### src/common/datapath_config.svh
`ifndef DATAPATH_CONFIG_SVH
`define DATAPATH_CONFIG_SVH

// Bus, register and ALU operand width.
`define DATA_WIDTH 32

// General purpose registers R0 to R15.
`define NUM_REGS 16

`define OPCODE_WIDTH 5 // Top bits of every instruction word.
`define IMM_WIDTH 19 // Immediate field of the I format.

`endif

### src/common/datapathPkg.sv
`default_nettype none

`include "datapath_config.svh"

package datapathPkg;

    // Control strobes from the sequencer, each one valid for a single cycle.
    typedef struct packed {
        logic [`NUM_REGS-1:0] regIn;  // Load mask with R0 in bit 0.
        logic [`NUM_REGS-1:0] regOut; // Drive mask with R0 in bit 0.
        logic pcIn;
        logic pcOut;
        logic irIn;
        logic yIn;
        logic zIn;
        logic zLowOut;
        logic zHighOut;
        logic marIn;
        logic mdrIn;
        logic mdrOut;
        logic read;  // MDR takes memory data instead of the bus.
        logic cOut;  // Sign-extended immediate onto the bus.
        logic incPc; // ALU returns bus plus one.
    } ctrlT;

    // Full ALU result. Only mul sets hi.
    typedef struct packed {
        logic [`DATA_WIDTH-1:0] hi;
        logic [`DATA_WIDTH-1:0] lo;
    } aluResultT;

endpackage

`default_nettype wire

### src/rtl/busMux.sv
`timescale 1ns/1ns
`default_nettype none

`include "datapath_config.svh"

// Single bus driver select. Only one source should drive per cycle;
// the fixed order below settles any overlap.
module busMux
(
    input  wire datapathPkg::ctrlT      ctrl,
    input  wire logic [`DATA_WIDTH-1:0] regData,
    input  wire logic [`DATA_WIDTH-1:0] pcData,
    input  wire logic [`DATA_WIDTH-1:0] mdrData,
    input  wire datapathPkg::aluResultT zData,
    input  wire logic [`DATA_WIDTH-1:0] cData,
    output logic      [`DATA_WIDTH-1:0] busData
);

    always_comb
    begin
        if (|ctrl.regOut)
        begin
            busData = regData; // Register file already picked one.
        end
        else if (ctrl.pcOut)
        begin
            busData = pcData;
        end
        else if (ctrl.mdrOut)
        begin
            busData = mdrData;
        end
        else if (ctrl.zLowOut)
        begin
            busData = zData.lo;
        end
        else if (ctrl.zHighOut)
        begin
            busData = zData.hi;
        end
        else if (ctrl.cOut)
        begin
            busData = cData; // Immediate from IR.
        end
        else
        begin
            busData = '0; // Idle bus reads zero.
        end
    end

endmodule

`default_nettype wire

### config.mk
export PLATFORM = sky130hd
export DESIGN_NAME = busMux
export DESIGN_NICKNAME = d
export VERILOG_FILES = /design/src/common/datapathPkg.sv /design/src/rtl/busMux.sv
export VERILOG_INCLUDE_DIRS = /design/src /design/src/common
export SDC_FILE = /design/constraint.sdc
export NUM_CORES = 1
export LEC_CHECK = 0
export CAP_MARGIN = 40
export CORE_AREA = 2 2 104 106
export DETAILED_ROUTE_END_ITERATION = 7
export DIE_AREA = 0 0 106 108
export DONT_BUFFER_PORTS = 1
export GPL_TIMING_DRIVEN = 0
export SLEW_MARGIN = 20
export SYNTH_ARGS = -nofsm -noshare
export SYNTH_HDL_FRONTEND = slang
export SYNTH_SLANG_ARGS = --single-unit
export TNS_END_PERCENT = 30
### constraint.sdc
create_clock -name vclk -period 1.02
set_input_delay 0.051 -clock vclk [all_inputs]
set_output_delay 0.051 -clock vclk [all_outputs]
set_load 0.05 [all_outputs]
==> results.yml <==
sta:
  slew_viol_final: 0
  setup_ws_ns: -0.506
  rsz0062_at_grt: "true"
  hold_violations: 0
  finalSetupViolCount: 32
  fin_crit_sh_pct: 150
  max_freq_mhz: 655
  worst_pin_slew_ns: 0.656
  slew_headroom_pct: 56.4
  period_minus_slack_ns: 1.53
drt:
  met1_length_mm: 3.97
  drc: 0
  vias: 2414
  vias_per_cell: 5.85
  dr_wl_met2_mm: 5.62
  drt_iter0_drc: 182
  final_antenna_net_count: 0
  routed_wirelength_mm: 10.6
  wl_per_cell_um: 25.7
  routed.top_layer: "met4"
  dr.pass1.iters: 4
  wl_met3_um: 792
place:
  place_ws_ns: -0.891
  dp.cells: 404
  io_buffers: 0
  dp_hpwl_mm: 8.29
  place_congestion: 0.726
floorplan:
  dieHeight_um: 108
  num_rows: 37
  num_io_pins: 269
  dieArea_sq_mm: 0.0114
  initial_core_util_pct: 17.8
  coreArea_sq_mm: 0.0102
  chipWidth_um: 106
logic_synthesis:
  synth_top_cell_by_area: "o31ai_2"
  synth_top_area_share_pct: 19.2
  syn_inst: 268
  synth_seq_area_share_pct: 0
  synthTopCellsByArea: "o31ai_2 (19%), a221o_1 (16%), a221oi_1 (15%)"
  synth.yosys.warnings: 0
  synth_cell_type_count: 17
  syn-cell-area_sq_mm: 0.00182
  synth_fp_nets: 505
  avgSynthCellArea_sq_um: 6.81
final_layout:
  nClkBuffers: 0
  finalNetCount: 516
  regArea_sq_um: 0
  multi_input_area_sq_mm: 0.00200
  synthToLayoutAreaGrowth_pct: 49.0
  drive_above_1_share_pct: 34.3
  instances_no_fill: 413
  n_fill_cell: 1112
  diodes: 0
  design.seq.count: 0
  layout_common_cells: "nand2_1 (34), a21oi_1 (34), inv_1 (32), nor2b_1 (32), o31ai_4 (32)"
grt:
  grt_pass1_wl_mm: 14.6
  grt_start_max_net_pins: 11
  antenna_found_initial: 0
  grt_usage_pct: 16.8
  grt_pass1_vias: 2561
  grt_overflow: 0
clocking:
  postCtsHoldBufs: 0
flow_run:
  cap_violations: 0
critical_path:
  cp_data_required_time_ns: 0.97
  cp-end-kind: "output port"
  cp.arrival_ns: 1.48
  start_kind: "input port"
  crit_type: "in2out"
  critPathMaxFanout: 8
hold_path:
  hold_path.class: "in2out"
pwr:
  power.density_mw_per_mm2: 418
  cellLeakagePower_nw: 1.02
  ir_drop_mv: 0.101
outcome:
  status: "finished with violations"
  violations: "setup timing"
[worst max-delay path: stages]
cell and delay (ns):
nor4_4 0.31, nand4_4 0.17, buf_12 0.19, buf_12 0.15, o31ai_4 0.59
[power breakdown]
| group | leakage, nW | switching, mW | total (mW) | internal, mW |
|---|---|---|---|---|
| registers | 0 | 0 | 0 | 0 |
| logic | 1.02 | 0.769 | 1.14 | 0.368 |
| clock network | 0 | 0 | 0 | 0 |
[cells by family (layout without fill, tap and decap cells)]
| logic type | Yosys count | in the layout | share of synthesized area (%) |
|---|---|---|---|
| buffers and inverters | 66 | 75 | 15.4 |
| AOI/OAI and AO/OA | 130 | 130 | 62.9 |
| and+or+nand+nor | 72 | 72 | 21.7 |
[metal layers]
metal | vias to the layer above | track usage (%)
met5 | - | 0
met4 | 0 | 4.42
met3 | 14 | 2.89
met2 | 153 | 32.3
met1 | 1182 | 19.0
li1 | 1065 | -
[path summary, 6_finish.rpt]
path / slack (ns) / to / from / cells past startpoint
worst max-delay path: -0.51 / busData[4] / ctrl[28] / 5
worst min-delay path: 0.32 / busData[5] / regData[5] / 2
[layout make-up]
cell class,count,area share [%]
timing repair buffer,9,6.30
tap,136,6.26
inverter,32,4.42
multi-input combinational,202,73.4
buffer,34,9.62
[synthesized netlist by cell type, drive strengths merged]
library cell	count
a21oi	34
buf	10
inv	32
nor4	4
o21ai	2
nand4	1
a221oi	32
clkbuf	24
nand2	34
nor2b	33
a221o	30
o31ai	32
[per-stage QoR]
| step | total power, mW | hold slack (ns) | instance area [sq um] | utilization (%) | TNS [ns] |
|---|---|---|---|---|---|
| 3_5_place_dp | 1.05 | 0.319 | 2360 | 23.1 | -24.19 |
| 4_1_cts | 1.12 | 0.319 | 2640 | 25.8 | -14.72 |
| 2_1_floorplan | 0.875 | 0.315 | 2190 | - | -13.39 |
| 5_1_grt | 1.20 | 0.329 | 2720 | 26.6 | -16.03 |
| 6_report | 1.14 | 0.318 | 2720 | 26.6 | -14.51 |
| 3_3_place_gp | 1.03 | 0.319 | 2360 | 23.1 | -23.06 |
[what timing repair did]
item / in CTS / in global routing
buffers inserted: 5 / 0
hold endpoints to repair: 0 / 0
gates resized for setup: 50 / 9
endpoints found under the setup margin: 32 / 32
pin swaps: 32 / 12
gates cloned: 2 / 2
No activity file was read; power rests on OpenSTA's default activity.
