--- src/common/datapath_config.svh ---
`ifndef DATAPATH_CONFIG_SVH
`define DATAPATH_CONFIG_SVH

// Bus, register and ALU operand width.
`define DATA_WIDTH 32

// General purpose registers R0 to R15.
`define NUM_REGS 16

`define OPCODE_WIDTH 5 // Top bits of every instruction word.
`define IMM_WIDTH 19 // Immediate field of the I format.

`endif

--- src/rtl/memoryInterface.sv ---
`timescale 1ns/1ns
`default_nettype none

`include "datapath_config.svh"

// Address and data registers that face the external memory.
module memoryInterface
(
    input  wire logic                   clk,
    input  wire logic                   rstN,
    input  wire logic [`DATA_WIDTH-1:0] busData,
    input  wire logic [`DATA_WIDTH-1:0] memDataIn,
    input  wire logic                   marIn,
    input  wire logic                   mdrIn,
    input  wire logic                   read,
    output logic      [`DATA_WIDTH-1:0] marData,
    output logic      [`DATA_WIDTH-1:0] mdrData
);

    logic [`DATA_WIDTH-1:0] mdrNext;

    // Memory word on a read, bus word on a write setup.
    assign mdrNext = read ? memDataIn : busData;

    always_ff @(posedge clk or negedge rstN)
    begin
        if (!rstN)
        begin
            marData <= '0;
            mdrData <= '0;
        end
        else
        begin
            if (marIn)
                marData <= busData;
            if (mdrIn)
                mdrData <= mdrNext;
        end
    end

endmodule

`default_nettype wire

--- config.mk ---
export PLATFORM = sky130hd
export DESIGN_NAME = memoryInterface
export DESIGN_NICKNAME = d
export VERILOG_FILES = /design/src/rtl/memoryInterface.sv
export VERILOG_INCLUDE_DIRS = /design/src /design/src/common
export SDC_FILE = /design/constraint.sdc
export NUM_CORES = 1
export LEC_CHECK = 0
export BUFFER_PORTS_ARGS = -buffer_cell sky130_fd_sc_hd__clkbuf_2
export CELL_PAD_IN_SITES_DETAIL_PLACEMENT = 1
export CELL_PAD_IN_SITES_GLOBAL_PLACEMENT = 1
export CORE_MARGIN = 2
export CORE_UTILIZATION = 25
export DETAILED_ROUTE_END_ITERATION = 12
export PLACE_DENSITY_LB_ADDON = 0.1
export RECOVER_POWER = 25
export SYNTH_ARGS = -nofsm -noshare
export SYNTH_HDL_FRONTEND = slang
export SYNTH_SLANG_ARGS = --single-unit
--- constraint.sdc ---
create_clock -name clk -period 1 [get_ports clk]
set_input_delay 0 -clock clk [delete_from_list [all_inputs] [get_ports clk]]
set_output_delay 0 -clock clk [all_outputs]
set_load 0.05 [all_outputs]
==> results.sh <==
export IMPL_setup_viol=0
export IMPL_die_height_um=110
export IMPL_routedWlPerCell_um=14.9
export IMPL_crit_chain="clkbuf_2"
export IMPL_die_w_um=110
export IMPL_crit_family="flip-flops"
export IMPL_clockPowerShare_pct=38.1
export IMPL_cap_violations=0
export IMPL_worst_ep_arrival_time_ns=0.96
export IMPL_core_area_um2=10900
export IMPL_path_clk_slew_ns=0.06
export IMPL_multi_input_area_um2=1070
export IMPL_fin_nets=472
export IMPL_initial_core_util_pct=25.8
export IMPL_period_share_pct=96.4
export IMPL_path_buf_inv=1
export IMPL_critPathSlowestCell="dfrtp_1"
export IMPL_globalplace_congestion=0.672
export IMPL_min_period_ns=0.964
export IMPL_required_ns=1.00
export IMPL_cts_made_buffers=9
export IMPL_yosys_warnings=0
export IMPL_p_sw_uw=2710
export IMPL_layout_cells_non_filler=547
export IMPL_power_density_nw_per_um2=1870
export IMPL_cts_tree="built"
export IMPL_syn_area_um2=2830
export IMPL_area_growth_syn_to_layout_pct=61.0
export IMPL_regArea_um2=1600
export IMPL_dp_hpwl_mm=5.24
export IMPL_antenna_found_initial=0
export IMPL_clock_skew_ns=0
export IMPL_fmax_mhz=1040
export IMPL_crit_path_start_kind="flop"
export IMPL_dp_cells=471
export IMPL_end_kind="output pin"
export IMPL_critPathMaxFanout=2
export IMPL_fin_area_um2=4550
export IMPL_ant_nets=0
export IMPL_syn_avg_cell_area_um2=13.7
export IMPL_worst_slew_pin_slew_ns=0.607
export IMPL_power_leakage_uw=0.00228
export IMPL_first_pass_iters=4
export IMPL_cpPeakStageDelay_ns=0.36
export IMPL_pwr_share_seq_pct=35.4
export IMPL_num_rows=38
export IMPL_internal_power_uw=5800
export IMPL_yosysUniqueCellTypes=9
export IMPL_drt_iter0_markers=41
export IMPL_syn_instance_count=207
export IMPL_die_area_um2=12200
export IMPL_switching_share_pct=31.8
export IMPL_synth_nets=276
export IMPL_worstSkewPairLatency_ns=0.32
export IMPL_grt_overflow_total=0
export IMPL_hold_violations=0
export IMPL_tns_ns=0
export IMPL_root_buffer="clkbuf_16"
export IMPL_drc_errors=0
export IMPL_synth_top_cell_area_share_pct=56.7
export IMPL_layout_drive_gt1_share_pct=45.2
export IMPL_drt_total_wl_mm=8.13
export IMPL_vias_per_cell=4.27
export IMPL_hold_class="input pin to flop"
export IMPL_grt_pass1_vias=2471
export IMPL_cts_max_level=3
export IMPL_synth_area_leaders="dfrtp_1 57%, mux2_4 16%, mux2i_1 11%"
export IMPL_status="completed"
export IMPL_num_vias=2334
export IMPL_nFillCells=1199
export IMPL_worstSetupPathType="flop to output pin"
export IMPL_clock_sinks=64
export IMPL_whs_ns=0.00197
export IMPL_synth_seq_area_share_pct=56.7
export IMPL_p_comb_share_pct=26.5
export IMPL_slew_violations=0
export IMPL_ios=133
export IMPL_synth_seq_cells=64
export IMPL_n_antenna_cell=0
export IMPL_rsz0062_at_grt="false"
export IMPL_totalPowerFinal_uw=8500
export IMPL_yosysTopAreaCell="dfrtp_1"
export IMPL_cts_buffer_depth=2
export IMPL_io_buffers=132
export IMPL_dpl_instance_area_um2=3640
export IMPL_grt_pass1_wl_mm=12.8
export IMPL_grt_max_degree=65
export IMPL_slew_limit_headroom_pct=59.5
export IMPL_vdd_drop_max_v=0.000600
export IMPL_grt_usage_pct=14.1
cell type report:
class | instances | area share [%]
Clock inverter | 4 | 1.54
Tap cell | 140 | 3.85
Sequential cell | 64 | 35.2
Timing Repair Buffer | 200 | 30.7
Multi-Input combinational cell | 128 | 23.6
Clock buffer | 11 | 5.11
cells by family after synthesis:
group	count (synthesis)	share of synthesized area, %
mux	64	28.1
buf+inv	15	5.36
flops	64	56.7
compound gates	32	5.67
simple gates	32	4.25
metal layers:
metal	GRT usage [%]	part of all wire (%)	vias to the layer above	routed length, µm
met5	0	0	-	0
met4	5.09	1.2	0	98
met3	4.35	6.9	9	559
met2	23.1	47	80	3820
met1	17.4	45	1135	3640
li1	-	-	1110	-
worst min-delay path, cell delays in order:
cell,delay [ns]
clkbuf_2,0.08
mux2i_1,0.06
a21oi_1,0.14
worst paths after layout:
path,start,cells after the start,slack (ns),end
max,marData[29],1,0.04,marData[29]
min,memDataIn[1],3,0.002,mdrData[1]
max reg2reg,marData[28],1,0.22,marData[28]
min reg2reg,marData[12],1,0.51,marData[12]
max in group asynchronous,rstN,3,0.27,mdrData[18]
min in group asynchronous,rstN,3,0.30,mdrData[3]
synthesized netlist by cell type:
cell type / number
a21oi_1: 32
buf_12: 3
buf_2: 7
buf_6: 5
dfrtp_1: 64
mux2_2: 2
mux2_4: 30
mux2i_1: 32
nor2_1: 32
state kept, by name, summed over array words and instances, names as in the netlist:
signal	cells
marData	32
mdrData	32
power groups by stage:
stage | sequential (µW) | clock, µW | combinational [µW]
6_report | 3010 | 3240 | 2250
5_1_grt | 3050 | 3470 | 2400
4_1_cts | 3010 | 3340 | 2280
3_5_place_dp | 3050 | 0 | 2090
3_3_place_gp | 3060 | 0 | 2070
2_1_floorplan | 3990 | 0 | 524
placed cells by master (no fill, tap or decap):
cell type      netlist  final
a21oi_1             32     32
buf_12               3      5
buf_2                7     15
buf_4                0      1
buf_6                5      1
bufinv_16            0      2
clkbuf_1             0      2
clkbuf_16            0      9
clkbuf_2             0    114
clkbuf_4             0      3
clkinv_2             0      2
dfrtp_1             64     64
dlygate4sd3_1        0     61
mux2_2               2      2
mux2_4              30     30
mux2i_1             32     32
nor2_1              32     32
stage by stage:
step           utilization, %  setup slack (ns)
2_1_floorplan               -           0.00572
3_3_place_gp             33.3             0.185
3_5_place_dp             33.3             0.150
4_1_cts                  41.6           0.00794
5_1_grt                  41.6          0.000237
6_report                 41.6            0.0360
what timing repair did:
item                                    in CTS  in global routing
resized for setup                            1                 18
hold buffers                                61                  0
gates cloned                                 0                  0
endpoints found under the hold margin      124                  0
endpoints found under the setup margin       1                 16
setup buffers                                0                  0
(Power assumes the default switching activity.)
