$ cat src/common/datapath_config.svh
`ifndef DATAPATH_CONFIG_SVH
`define DATAPATH_CONFIG_SVH

// Bus, register and ALU operand width.
`define DATA_WIDTH 32

// General purpose registers R0 to R15.
`define NUM_REGS 16

`define OPCODE_WIDTH 5 // Top bits of every instruction word.
`define IMM_WIDTH 19 // Immediate field of the I format.

`endif

$ cat src/common/datapathPkg.sv
`default_nettype none

`include "datapath_config.svh"

package datapathPkg;

    // Control strobes from the sequencer, each one valid for a single cycle.
    typedef struct packed {
        logic [`NUM_REGS-1:0] regIn;  // Load mask with R0 in bit 0.
        logic [`NUM_REGS-1:0] regOut; // Drive mask with R0 in bit 0.
        logic pcIn;
        logic pcOut;
        logic irIn;
        logic yIn;
        logic zIn;
        logic zLowOut;
        logic zHighOut;
        logic marIn;
        logic mdrIn;
        logic mdrOut;
        logic read;  // MDR takes memory data instead of the bus.
        logic cOut;  // Sign-extended immediate onto the bus.
        logic incPc; // ALU returns bus plus one.
    } ctrlT;

    // Full ALU result. Only mul sets hi.
    typedef struct packed {
        logic [`DATA_WIDTH-1:0] hi;
        logic [`DATA_WIDTH-1:0] lo;
    } aluResultT;

endpackage

`default_nettype wire

$ cat src/common/isaPkg.sv
`default_nettype none

`include "datapath_config.svh"

package isaPkg;

    // Register select field of 4 bits for sixteen registers.
    typedef logic [$clog2(`NUM_REGS)-1:0] regSelT;

    typedef enum logic [`OPCODE_WIDTH-1:0] {
        ld    = 5'd0,
        ldi   = 5'd1,
        st    = 5'd2,
        add   = 5'd3,
        sub   = 5'd4,
        shr   = 5'd5,
        shl   = 5'd6,
        ror   = 5'd7,
        rol   = 5'd8,
        andOp = 5'd9,
        orOp  = 5'd10,
        mul   = 5'd14,
        neg   = 5'd16,
        notOp = 5'd17
    } opcodeE;

    // Three register operands.
    typedef struct packed {
        opcodeE opcode;
        regSelT ra;
        regSelT rb;
        regSelT rc;
        logic [`DATA_WIDTH-`OPCODE_WIDTH-3*$clog2(`NUM_REGS)-1:0] unused;
    } rFormatT;

    // Two registers and a signed immediate.
    typedef struct packed {
        opcodeE opcode;
        regSelT ra;
        regSelT rb;
        logic [`IMM_WIDTH-1:0] imm;
    } iFormatT;

    typedef union packed {
        rFormatT rFmt;
        iFormatT iFmt;
    } instructionU;

endpackage

`default_nettype wire

$ cat src/alu/alu.sv
`timescale 1ns/1ns
`default_nettype none

`include "datapath_config.svh"

// Combinational ALU. Y is operand A and the bus is operand B.
module alu
(
    input  wire logic [`DATA_WIDTH-1:0] yData,
    input  wire logic [`DATA_WIDTH-1:0] busData,
    input  wire isaPkg::opcodeE         opcode,
    input  wire logic                   incPc,
    output datapathPkg::aluResultT      result
);

    logic [$clog2(`DATA_WIDTH)-1:0] shiftCount;
    logic signed [2*`DATA_WIDTH-1:0] product;
    logic [`DATA_WIDTH-1:0] rotRight;
    logic [`DATA_WIDTH-1:0] rotLeft;

    assign shiftCount = busData[$clog2(`DATA_WIDTH)-1:0];

    // Signed multiply over the full width of both words.
    assign product = $signed(yData) * $signed(busData);

    // A shift by the full width gives zero, so a count of zero rotates by nothing.
    assign rotRight = (yData >> shiftCount) | (yData << (`DATA_WIDTH - shiftCount));
    assign rotLeft  = (yData << shiftCount) | (yData >> (`DATA_WIDTH - shiftCount));

    always_comb
    begin
        result = '0; // Unsupported opcodes give zero.
        if (incPc)
        begin
            result.lo = busData + 1'b1; // PC increment ignores the opcode.
        end
        else
        begin
            case (opcode)
                isaPkg::add:
                    result.lo = yData + busData;
                isaPkg::sub:
                    result.lo = yData - busData;
                isaPkg::andOp:
                    result.lo = yData & busData;
                isaPkg::orOp:
                    result.lo = yData | busData;
                isaPkg::shr:
                    result.lo = yData >> shiftCount; // Logical shift.
                isaPkg::shl:
                    result.lo = yData << shiftCount;
                isaPkg::ror:
                    result.lo = rotRight;
                isaPkg::rol:
                    result.lo = rotLeft;
                isaPkg::mul:
                begin
                    result.hi = product[2*`DATA_WIDTH-1:`DATA_WIDTH];
                    result.lo = product[`DATA_WIDTH-1:0];
                end
                isaPkg::neg:
                    result.lo = -busData;
                isaPkg::notOp:
                    result.lo = ~busData;
                default:
                    result = '0;
            endcase
        end
    end

endmodule

`default_nettype wire

$ cat config.mk
export PLATFORM = sky130hd
export DESIGN_NAME = alu
export DESIGN_NICKNAME = d
export VERILOG_FILES = /design/src/common/datapathPkg.sv /design/src/common/isaPkg.sv /design/src/alu/alu.sv
export VERILOG_INCLUDE_DIRS = /design/src /design/src/common
export SDC_FILE = /design/constraint.sdc
export NUM_CORES = 2
export LEC_CHECK = 0
export BUFFER_PORTS_ARGS = -buffer_cell sky130_fd_sc_hd__buf_4
export CORE_MARGIN = 2
export CORE_UTILIZATION = 57
export DETAILED_ROUTE_END_ITERATION = 8
export PLACE_DENSITY_LB_ADDON = 0.3
export SYNTH_ARGS = -nofsm -noshare
export SYNTH_HDL_FRONTEND = slang
export SYNTH_SLANG_ARGS = --single-unit
$ cat constraint.sdc
create_clock -name vclk -period 25.4
set_input_delay 7.62 -clock vclk [all_inputs]
set_output_delay 7.62 -clock vclk [all_outputs]
set_load 0.005 [all_outputs]
==> summary.txt <==
Global routing
  • GRT busiest layer: met2
  • First-pass GRT wire length: between 200 and 300 mm
  • Gr ovfl total: 0
  • Met2 GRT Util: 0.667
  • Number of global-route vias before repair: around 45000
  • Gr usage total: 0.462
  • Largest net degree at the start of global routing: between 60 and 70
  • Initial antenna violation count: 4
  • GR met3 Demand/Resource: 0.141
  • Met1 GRT Util: 0.584

Clocking
  • Hold Buf Count CTS: 0
  • # resized after CTS: 0
  • Setup bufs post-CTS: 0

Finish
  • Share of post-route cells with drive strength above 1: 0.0684
  • Clock buffer count: 0
  • Seq Cell Count: 0
  • # fillers: ~7400
  • Final net count: slightly above 7000
  • Area grow syn2layout: 3.66%
  • FF+latch area: 0 um^2

Timing
  • RSZ-0062 raised after global routing: false
  • Final number of hold-violating endpoints: 0
  • Crit share post-route: 0.969
  • Worst Tran Pin Value: approximately 1400 ps
  • Min Tclk post-route: 24610 ps
  • Slew Limit Fails: 0
  • Maximum achievable frequency: ~41 MHz
  • Final worst slack: 792 ps
  • Rel. slew slack: 0.0791
  • Final setup viols: 0
  • Setup TNS: 0 ps

Logic synthesis
  • Cell area after synthesis: roughly 0.047 mm^2
  • Most common cell in the netlist: fa_1
  • Syn_area_per_cell: between 8 and 9 um^2
  • Synth area leaders: fa_1 (46%), inv_1 (8.2%), ha_1 (7.5%), nor2_1 (6.7%), nand2_1 (5.0%)
  • Post-Synthesis Cells: 5737
  • Syn Nets: around 7000
  • Yosys Warn Count: 0
  • Post-synth top area share: 0.458
  • Commonest cells post-synth: fa_1 (1084), inv_1 (1030), nor2_1 (849)
  • Post-synthesis cell type with the largest combined area: fa_1
  • Netlist cell types: 83
  • Sequential-to-total area share from yosys stat: 0

Worst setup path
  • CP Launch Type: input pin
  • Crit path to: result[60]
  • Crit path required time: about 18000 ps
  • CP Max Fanout: 15
  • CP Launch Point: busData[14]
  • Bufs and invs on worst path: 6
  • Arrival @ worst endpoint: 16990 ps
  • Slowest cell on the critical path: clkinv_1
  • CP Capture Type: primary output
  • Instance count on the critical path: 25
  • Most used cell, CP: fa_1
  • Critical path class: in -> out
  • Crit-path leading delay family: adder cells
  • Critical path's largest stage delay: roughly 700 ps

Detailed routing
  • DR pass1 iterations: 7
  • Via Count: 43593
  • Vias/cell: ~6.5
  • DRC: 0
  • DRT antenna net count: 0
  • Drt total wl: roughly 190 mm
  • Initial drt markers: ~5500
  • Wire length per cell: around 29 um

Hold path
  • Hold path cells: 3
  • Worst Hold Class: in -> out

Floorplanning
  • Initial Util: 0.576
  • Ports: 134
  • Core area: just over 0.08 mm^2
  • Die Wd: a little under 300 um
  • DIE AREA: approximately 0.086 mm^2
  • Die H: a little under 300 um
  • Cell row count: 105

Placement
  • Setup WS pre-CTS: approximately 1200 ps
  • Port Buf Inserts: roughly 130
  • DP HPWL: about 150 mm
  • Placer Congestion: around 1.1

Job
  • Max-cap viol count: 0

Run status
  • Status: finished clean
==> worst min-delay path: cells and delay by family <==
kind | cells | cell delay [ps]
AOI/OAI and AO/OA | 1 | 260
buffers and inverters | 2 | 360
==> cell type report <==
type / instances / area (um^2) / area share
antenna: 1 / 2.50 / 0.0000509
tap: 1070 / 1340 / 0.0272
inverter: 1055 / 3960 / 0.0806
timing repair buffer: 244 / 1830 / 0.0372
multi-input combinational: 4302 / 42000 / 0.855
==> worst min-delay path by stage <==
| stage | from | endpoint | slack, ps |
|---|---|---|---|
| floorplan | incPc | result[57] | 15390 |
| global placement | incPc | result[7] | 15840 |
| detailed placement | busData[15] | result[15] | 15840 |
| CTS | incPc | result[7] | 15840 |
| global route | incPc | result[7] | 15860 |
| finish | incPc | result[7] | 15870 |
==> routing by layer <==
metal | up-vias | wire length (um)
li1 | 17738 | -
met4 | 6 | 19700
met5 | - | 41
met1 | 21576 | 66900
met3 | 947 | 26500
met2 | 3326 | 79500
==> logic make-up after synthesis <==
logic type                 count (synthesis)  share of synthesized area
xor gates and xnor gates                 148                     0.0275
and+or+nand+nor                         1751                      0.152
AOI/OAI and AO/OA                        851                      0.117
adders and majority gates               1367                      0.532
buffers and inverters                   1435                      0.115
muxes                                    185                     0.0558
==> through the flow <==
| step | std cells | hold WS, ps | cell area, um^2 | util |
|---|---|---|---|---|
| after global routing | 6671 | 15860 | 49100 | 0.598 |
| after detailed placement | 6670 | 15840 | 49100 | 0.598 |
| after floorplan | 5737 | 15390 | 47400 | - |
| after CTS | 6670 | 15840 | 49100 | 0.598 |
| final | 6672 | 15870 | 49100 | 0.598 |
| after global placement | 6670 | 15840 | 49100 | 0.598 |
==> cell usage in the layout, fill, tap and decap left out, types with 50 or more instances in the layout <==
| master | instances |
|---|---|
| xnor2_1 | 102 |
| ha_1 | 282 |
| buf_4 | 243 |
| a21oi_1 | 225 |
| fa_1 | 1084 |
| o22ai_1 | 67 |
| nor3_1 | 50 |
| mux4_2 | 60 |
| o21ai_0 | 151 |
| mux2i_1 | 89 |
| inv_1 | 1025 |
| a211oi_1 | 55 |
| nor2_1 | 849 |
| a21o_1 | 66 |
| nand2_1 | 631 |
Power is not shown: default switching activity piles up to over one toggle a cycle in this logic, so the estimate is an artifact.
