<file path="config.mk">
export PLATFORM = sky130hd
export DESIGN_NAME = registerFile
export DESIGN_NICKNAME = d
export VERILOG_FILES = /design/src/rtl/registerFile.sv
export VERILOG_INCLUDE_DIRS = /design/src /design/src/common
export SDC_FILE = /design/constraint.sdc
export NUM_CORES = 1
export LEC_CHECK = 0
export ABC_CLOCK_PERIOD_IN_PS = 4400
export BUFFER_PORTS_ARGS = -buffer_cell sky130_fd_sc_hd__buf_2
export CORE_ASPECT_RATIO = 1.75
export CORE_MARGIN = 2
export CORE_UTILIZATION = 39
export CTS_CLUSTER_DIAMETER = 200
export CTS_CLUSTER_SIZE = 40
export DETAILED_ROUTE_END_ITERATION = 8
export SLEW_MARGIN = 20
export SYNTH_ARGS = -nofsm -noshare
export SYNTH_HDL_FRONTEND = slang
export SYNTH_SLANG_ARGS = --single-unit
</file>
<file path="constraint.sdc">
create_clock -name clk -period 4.4 [get_ports clk]
set_input_delay 0.88 -clock clk [delete_from_list [all_inputs] [get_ports clk]]
set_output_delay 0.88 -clock clk [all_outputs]
set_load 0.005 [all_outputs]
</file>
<file path="src/common/datapath_config.svh">
`ifndef DATAPATH_CONFIG_SVH
`define DATAPATH_CONFIG_SVH

// Bus, register and ALU operand width.
`define DATA_WIDTH 32

// General purpose registers R0 to R15.
`define NUM_REGS 16

`define OPCODE_WIDTH 5 // Top bits of every instruction word.
`define IMM_WIDTH 19 // Immediate field of the I format.

`endif

</file>
<file path="src/rtl/registerFile.sv">
`timescale 1ns/1ns
`default_nettype none

`include "datapath_config.svh"

// General registers R0 to R15 with a single read port onto the bus.
module registerFile
(
    input  wire logic                   clk,
    input  wire logic                   rstN,
    input  wire logic [`DATA_WIDTH-1:0] busData,
    input  wire logic [`NUM_REGS-1:0]   regIn,
    input  wire logic [`NUM_REGS-1:0]   regOut,
    output logic      [`DATA_WIDTH-1:0] regData
);

    logic [`DATA_WIDTH-1:0] regs [`NUM_REGS];

    // Several registers may load the same bus word in one cycle.
    always_ff @(posedge clk or negedge rstN)
    begin
        if (!rstN)
        begin
            for (int i = 0; i < `NUM_REGS; i++)
            begin
                regs[i] <= '0;
            end
        end
        else
        begin
            for (int i = 0; i < `NUM_REGS; i++)
            begin
                if (regIn[i])
                begin
                    regs[i] <= busData;
                end
            end
        end
    end

    // Walk down so the lowest driven register wins.
    always_comb
    begin
        regData = '0;
        for (int i = `NUM_REGS - 1; i >= 0; i--)
        begin
            if (regOut[i])
            begin
                regData = regs[i];
            end
        end
    end

endmodule

`default_nettype wire

</file>
==> run metrics, run 1 <==
outcome=complete, no violations; HP Class=in2async; clock slew seen by the registers of the worst setup and hold paths=0.15 ns; Synth top area share=between 50% and 60%; Req. time, crit path=3.52 ns; area taken by multi-input logic gates=roughly 9500 sq um; register ranked first by flip-flop count=regs; setup fix buffers added after clock tree synthesis=0; Setup WS post-layout=0.583 ns; post-placement cell count=between 2000 and 2500; Core Box Area=58900 sq um; sequential share of the synthesized area=between 50 and 60%; fill cell instance count of the final layout=5424; leading cell types by total area after synthesis=sky130_fd_sc_hd__dfrtp_1, sky130_fd_sc_hd__mux2_2, sky130_fd_sc_hd__o22ai_1; WS Path Type=in2out; Die Outline Area=roughly 61000 sq um; area leader, netlist=sky130_fd_sc_hd__dfrtp_1; #FFs+latches synth=512; number of library cell types mapped by synthesis=44; synthesis warning total=0; 1st-iter DRT viols=roughly 1100; measured slew at the worst slew-check pin=approximately 1.2 ns; Clk Latency, worst-skew pair=0.56 ns; register cell area after layout=12800 sq um; Peak supply drop=0.376 mV; fin crit period=3.82 ns; maximum count of clock buffers along a single path=3; max reg flops=around 500; Post-Place Worst Slack=approximately 0.62 ns; WP data arrival=2.94 ns; Chip Width=188 um; number of gates resized after CTS=0; Placement Cell Area=24300 sq um; number of nets in the layout=1760; share of post-route cells with drive strength above 1=45.7%; most common cell after layout, fill and taps aside=sky130_fd_sc_hd__dfrtp_1; net count of the mapped netlist=around 1800; Post-Synthesis Cell Area=23200 sq um; registers with the most flip-flops=regs (512); initial antenna violation count=9; Initial Util=39.3%; final weighted congestion in routability-driven placement=0.772; non-filler instance count after layout=2476; final core occ=between 40% and 50%; pwr/cell area=roughly 370 nW/um^2; synth-to-layout area growth=6.66%; endpoint type of the worst setup path=primary output; Via density=6.05; unrepaired setup endpoints after global routing=no; buffers added on ports=97; Post-Route Setup TNS=0 ns; average instance area after synthesis=13.6 sq um; CTS tree=built; clk sinks=roughly 500; final hold violations=0; height of the die=326 um; count of pins over their slew limit=0; vias after detailed routing=roughly 15000; Worst Path Max Fanout=18; number of max-cap violations=0; hpwl dp=43600 um; hold_buf cts=0; row cnt=about 120; commonest non-fill, non-tap cells in the layout=sky130_fd_sc_hd__dfrtp_1, sky130_fd_sc_hd__mux2_2, sky130_fd_sc_hd__buf_2; Setup-failing EPs final=0; portion of the clock cycle consumed by the worst path in the final layout=86.8%; total gr overflow=0; number of CTS-inserted buffers=16; synthesized instance count=between 1500 and 2000; WL/cell=27.8 um; Worst slew margin=~23%; pin count of the biggest net entering global routing=102; number of detailed-routing iterations run before antenna repair=5; buffer type at the clock tree root=sky130_fd_sc_hd__clkbuf_16; kind of launch point of the worst setup path=primary input; Detail Route Antenna Nets=0; design area=24700 sq um; worst clock skew on the final layout=0 ns; # H-tree levels=1; number of global-route vias before repair=16132; Fmax=approximately 260 MHz; cell leakage power=9.81 nW; global-route wire length before repair=104000 um; top-level port count=98; Total GRT Usage=22.4%; number of remaining DRC errors=0; aggregate routed wire length=68800 um
-- cell families after synthesis --
| logic type | Yosys count | share of synthesized area (%) |
|---|---|---|
| DFF | 512 | 55.3 |
| muxes | 511 | 24.8 |
| AOI/OAI and AO/OA | 386 | 12.7 |
| and+or+nand+nor | 119 | 3.34 |
| buffers and inverters | 182 | 3.89 |
-- per-stage QoR --
stage	total power, W	hold WS [ns]
3_3_place_gp	0.00700	0.484
4_1_cts	0.00916	0.377
5_1_grt	0.00948	0.384
2_1_floorplan	0.00644	0.473
6_report	0.00908	0.330
3_5_place_dp	0.00707	0.495
-- power breakdown --
part | internal [W] | switching, W
sequential | 0.00517 | 0.000268
combinational | 0.000694 | 0.000829
clock | 0.000711 | 0.00140
-- path summary, 6_finish.rpt --
check / startpoint / end / slack [ns] / depth (start not counted)
max: regOut[4] / regData[5] / 0.58 / 9
min: rstN / regs[307] / 0.33 / 1
max reg2reg: regs[9] / regs[9] / 3.55 / 1
min reg2reg: regs[73] / regs[73] / 0.52 / 1
max in group asynchronous: rstN / regs[132] / 2.78 / 2
min in group clk: regs[73] / regs[73] / 0.52 / 1
-- cell usage after synthesis --
library cell                instances
sky130_fd_sc_hd__a21oi_1           63
sky130_fd_sc_hd__or3b_2             1
sky130_fd_sc_hd__o22ai_1           63
sky130_fd_sc_hd__a22oi_1           31
sky130_fd_sc_hd__nor2b_1            2
sky130_fd_sc_hd__a211oi_1          31
sky130_fd_sc_hd__o31ai_1            1
sky130_fd_sc_hd__o21ai_1            6
sky130_fd_sc_hd__nor3_1             3
sky130_fd_sc_hd__o221a_2            1
sky130_fd_sc_hd__dfrtp_1          512
sky130_fd_sc_hd__nor3b_2            1
sky130_fd_sc_hd__buf_6             16
sky130_fd_sc_hd__a22o_1            31
sky130_fd_sc_hd__nand2b_1           3
sky130_fd_sc_hd__a222oi_1          31
sky130_fd_sc_hd__nor2_1            37
sky130_fd_sc_hd__and2_0             1
sky130_fd_sc_hd__a31oi_1            1
sky130_fd_sc_hd__a21oi_2            4
sky130_fd_sc_hd__a2111oi_0          1
sky130_fd_sc_hd__o21ai_0           28
sky130_fd_sc_hd__buf_1              1
sky130_fd_sc_hd__or3b_1             1
sky130_fd_sc_hd__o221a_1            1
sky130_fd_sc_hd__nor2_2            26
sky130_fd_sc_hd__o221ai_1          32
sky130_fd_sc_hd__or4_1              1
sky130_fd_sc_hd__mux2_2           511
sky130_fd_sc_hd__nand2_1            5
sky130_fd_sc_hd__nand3b_1           3
sky130_fd_sc_hd__inv_2              1
sky130_fd_sc_hd__inv_1              4
sky130_fd_sc_hd__buf_2             75
sky130_fd_sc_hd__nor2b_2            1
sky130_fd_sc_hd__buf_4              1
sky130_fd_sc_hd__nor2b_4            1
sky130_fd_sc_hd__or2_1              2
sky130_fd_sc_hd__nor3_2            30
sky130_fd_sc_hd__clkbuf_1          84
sky130_fd_sc_hd__a2bb2oi_1          1
sky130_fd_sc_hd__o31ai_2           30
sky130_fd_sc_hd__a221oi_1          30
sky130_fd_sc_hd__or3_1              1
-- cell type report --
| type | count | share of cell area [%] |
|---|---|---|
| Timing Repair Buffer | 143 | 4.01 |
| Clock buffer | 17 | 1.72 |
| Multi-Input combinational cell | 1016 | 38.4 |
| Clock inverter | 1 | 0.0354 |
| Antenna cell | 2 | 0.0202 |
| Sequential cell | 512 | 51.8 |
| Inverter | 5 | 0.0759 |
| Tap cell | 780 | 3.95 |
-- routing by layer --
layer	vias to the layer above	routed length, um	global-route usage [%]
met5	-	29	0
met2	429	36700	41.4
met4	4	3620	10.8
li1	6339	-	-
met1	8074	25800	25.8
met3	136	2650	2.02
-- worst max-delay path, stage by stage --
cell and delay, ns:
sky130_fd_sc_hd__buf_2 0.13, sky130_fd_sc_hd__buf_4 0.30, sky130_fd_sc_hd__nor2b_4 0.19, sky130_fd_sc_hd__buf_12 0.21, sky130_fd_sc_hd__a222oi_1 0.28, sky130_fd_sc_hd__a21oi_1 0.11, sky130_fd_sc_hd__a211oi_1 0.50, sky130_fd_sc_hd__o31ai_2 0.16
sky130_fd_sc_hd__buf_2 0.16
Power figures use the tool's default switching activity.
==> run 2, diff against run 1 <==
- CELL_PAD_IN_SITES_DETAIL_PLACEMENT: default -> 2
- CELL_PAD_IN_SITES_GLOBAL_PLACEMENT: default -> 2
- PLACE_DENSITY_LB_ADDON: default -> 0.1
==> run 2 against run 1 <==
Cell area is 0.67% higher. Critical path depth shrank 1. Clock skew unchanged. Combinational power grew 5%. Maximum frequency is 4.0% lower. Critical path type unchanged.
==> run metrics, run 2 (synthesis results as in run 1) <==
outcome=complete, no violations (unchanged); CTS tree=built (unchanged); measured slew at the worst slew-check pin=1.19 ns (was 1.15 ns); total gr overflow=0 (unchanged); 1st-iter DRT viols=868 (was 1114); WL/cell=30.9 um (was 27.8 um); WP data arrival=3.10 ns (was 2.94 ns); setup fix buffers added after clock tree synthesis=0 (unchanged); kind of launch point of the worst setup path=primary input (unchanged); number of remaining DRC errors=0 (unchanged); Critical R2R Capture=regs[399] (was regs[9]); number of CTS-inserted buffers=16 (unchanged); number of detailed-routing iterations run before antenna repair=6 (was 5); hold_buf cts=0 (unchanged); Chip Width=188 um (unchanged); non-filler instance count after layout=2493 (was 2476); count of pins over their slew limit=0 (unchanged); fill cell instance count of the final layout=5801 (was 5424); origin of the worst setup path=regOut[9] (was regOut[4]); Setup-failing EPs final=0 (unchanged); WS Path Type=in2out (unchanged); Peak supply drop=0.279 mV (was 0.376 mV); slack of the worst reg-to-reg path=3.52 ns (was 3.55 ns); Initial Util=39.3% (unchanged); number of global-route vias before repair=17093 (was 16132); Worst Path Max Fanout=13 (was 18); commonest non-fill, non-tap cells in the layout=sky130_fd_sc_hd__dfrtp_1, sky130_fd_sc_hd__mux2_2, sky130_fd_sc_hd__buf_2 (unchanged); Fmax=251 MHz (was 262 MHz); # H-tree levels=1 (unchanged); endpoint type of the worst setup path=primary output (unchanged); number of gates resized after CTS=0 (unchanged); clk sinks=512 (unchanged); registers with the most flip-flops=regs (512) (unchanged); Detail Route Antenna Nets=0 (unchanged); row cnt=118 (unchanged); buffer type at the clock tree root=sky130_fd_sc_hd__clkbuf_16 (unchanged); register ranked first by flip-flop count=regs (unchanged); height of the die=326 um (unchanged); final hold violations=0 (unchanged); most common cell after layout, fill and taps aside=sky130_fd_sc_hd__dfrtp_1 (unchanged); initial antenna violation count=3 (was 9); Die Outline Area=61500 sq um (unchanged); cell leakage power=9.91 nW (was 9.81 nW); pin count of the biggest net entering global routing=105 (was 102); Clk Latency, worst-skew pair=0.57 ns (was 0.56 ns); number of cells traversed by the worst register-to-register path=1 (unchanged); global-route wire length before repair=116000 um (was 104000 um); Post-Route Setup TNS=0 ns (unchanged); Worst slew margin=20.9% (was 23.2%); launching point of the worst reg2reg path=regs[399] (was regs[9]); post-placement cell count=2473 (was 2456); final weighted congestion in routability-driven placement=0.766 (was 0.772); pwr/cell area=371 nW/um^2 (was 367 nW/um^2); maximum count of clock buffers along a single path=3 (unchanged); critical path endpoint=regData[26] (was regData[5]); number of nets in the layout=1777 (was 1760); portion of the clock cycle consumed by the worst path in the final layout=90.4% (was 86.8%); synth-to-layout area growth=7.37% (was 6.66%); aggregate routed wire length=77000 um (was 68800 um); fin crit period=3.98 ns (was 3.82 ns); max reg flops=512 (unchanged); unrepaired setup endpoints after global routing=no (unchanged); vias after detailed routing=14918 (was 14982); number of max-cap violations=0 (unchanged); Req. time, crit path=3.52 ns (about the same); Via density=5.98 (was 6.05); top-level port count=98 (unchanged); share of post-route cells with drive strength above 1=46.3% (was 45.7%); HP Class=in2async (unchanged); buffers added on ports=97 (unchanged); Core Box Area=58900 sq um (unchanged); Total GRT Usage=25.4% (was 22.4%); hpwl dp=50900 um (was 43600 um); worst clock skew on the final layout=0 ns (unchanged); clock slew seen by the registers of the worst setup and hold paths=0.15 ns (about the same)
-- run 2: cell types whose count changed in the layout (fill, tap and decap cells not counted), sizes merged --
cell,previous run,this run
buf,143,160
-- run 2: through the flow --
stage	hold WS (ns)	worst slack (ns)	cell area, sq um	utilization, %	total power (W)
final	0.306	0.423	24900	42.2	0.00923
after global routing	0.378	0.335	24900	42.2	0.00966
after CTS	0.382	0.369	24900	42.2	0.00937
after detailed placement	0.493	0.374	24400	41.5	0.00719
after global placement	0.489	0.342	24400	41.5	0.00709
after floorplan	0.473	1.62	23200	-	0.00644
-- run 2: how the worst min path moves through the flow --
stage	slack [ns]	cells past startpoint	endpoint
floorplan	0.47	1	regs[94]
global placement	0.49	1	regs[378]
detailed placement	0.49	1	regs[126]
CTS	0.38	1	regs[93]
global route	0.38	1	regs[61]
finish	0.31	1	regs[120]
-- run 2: worst max-delay path: stages --
cell and delay (ns):
sky130_fd_sc_hd__buf_2 0.13, sky130_fd_sc_hd__inv_1 0.60, sky130_fd_sc_hd__buf_4 0.32, sky130_fd_sc_hd__o22ai_1 0.13
sky130_fd_sc_hd__nor3_2 0.24, sky130_fd_sc_hd__a21oi_1 0.24, sky130_fd_sc_hd__o31ai_2 0.35, sky130_fd_sc_hd__buf_2 0.19
-- run 2: metal layers --
metal  GRT usage (%)  part of all wire (%)  wire length, um  up-vias
met5               0                     0                0        -
met4            8.35                   3.6             2760        0
met3            1.48                   2.0             1510       79
met2            49.1                    56            42900      227
met1            29.5                    39            29800     8241
li1                -                     -                -     6371
-- run 2: power breakdown --
| group | switching (W) | total (W) | internal, W | leakage [nW] |
|---|---|---|---|---|
| sequential | 0.000289 | 0.00546 | 0.00517 | 5.99 |
| clock | 0.00146 | 0.00217 | 0.000710 | 0.214 |
| combinational | 0.000888 | 0.00160 | 0.000713 | 3.71 |
| total | 0.00264 | 0.00923 | 0.00660 | 9.91 |
-- run 2: cell type report --
class / count / area (sq um) / area share [%]
Sequential cell: 512 / 12800 / 51.5
Multi-Input combinational cell: 1016 / 9480 / 38.1
Timing Repair Buffer: 160 / 1160 / 4.65
Tap cell: 780 / 976 / 3.92
Clock buffer: 17 / 425 / 1.71
Inverter: 5 / 18.8 / 0.0754
Clock inverter: 1 / 8.76 / 0.0352
Antenna cell: 2 / 5.00 / 0.0201
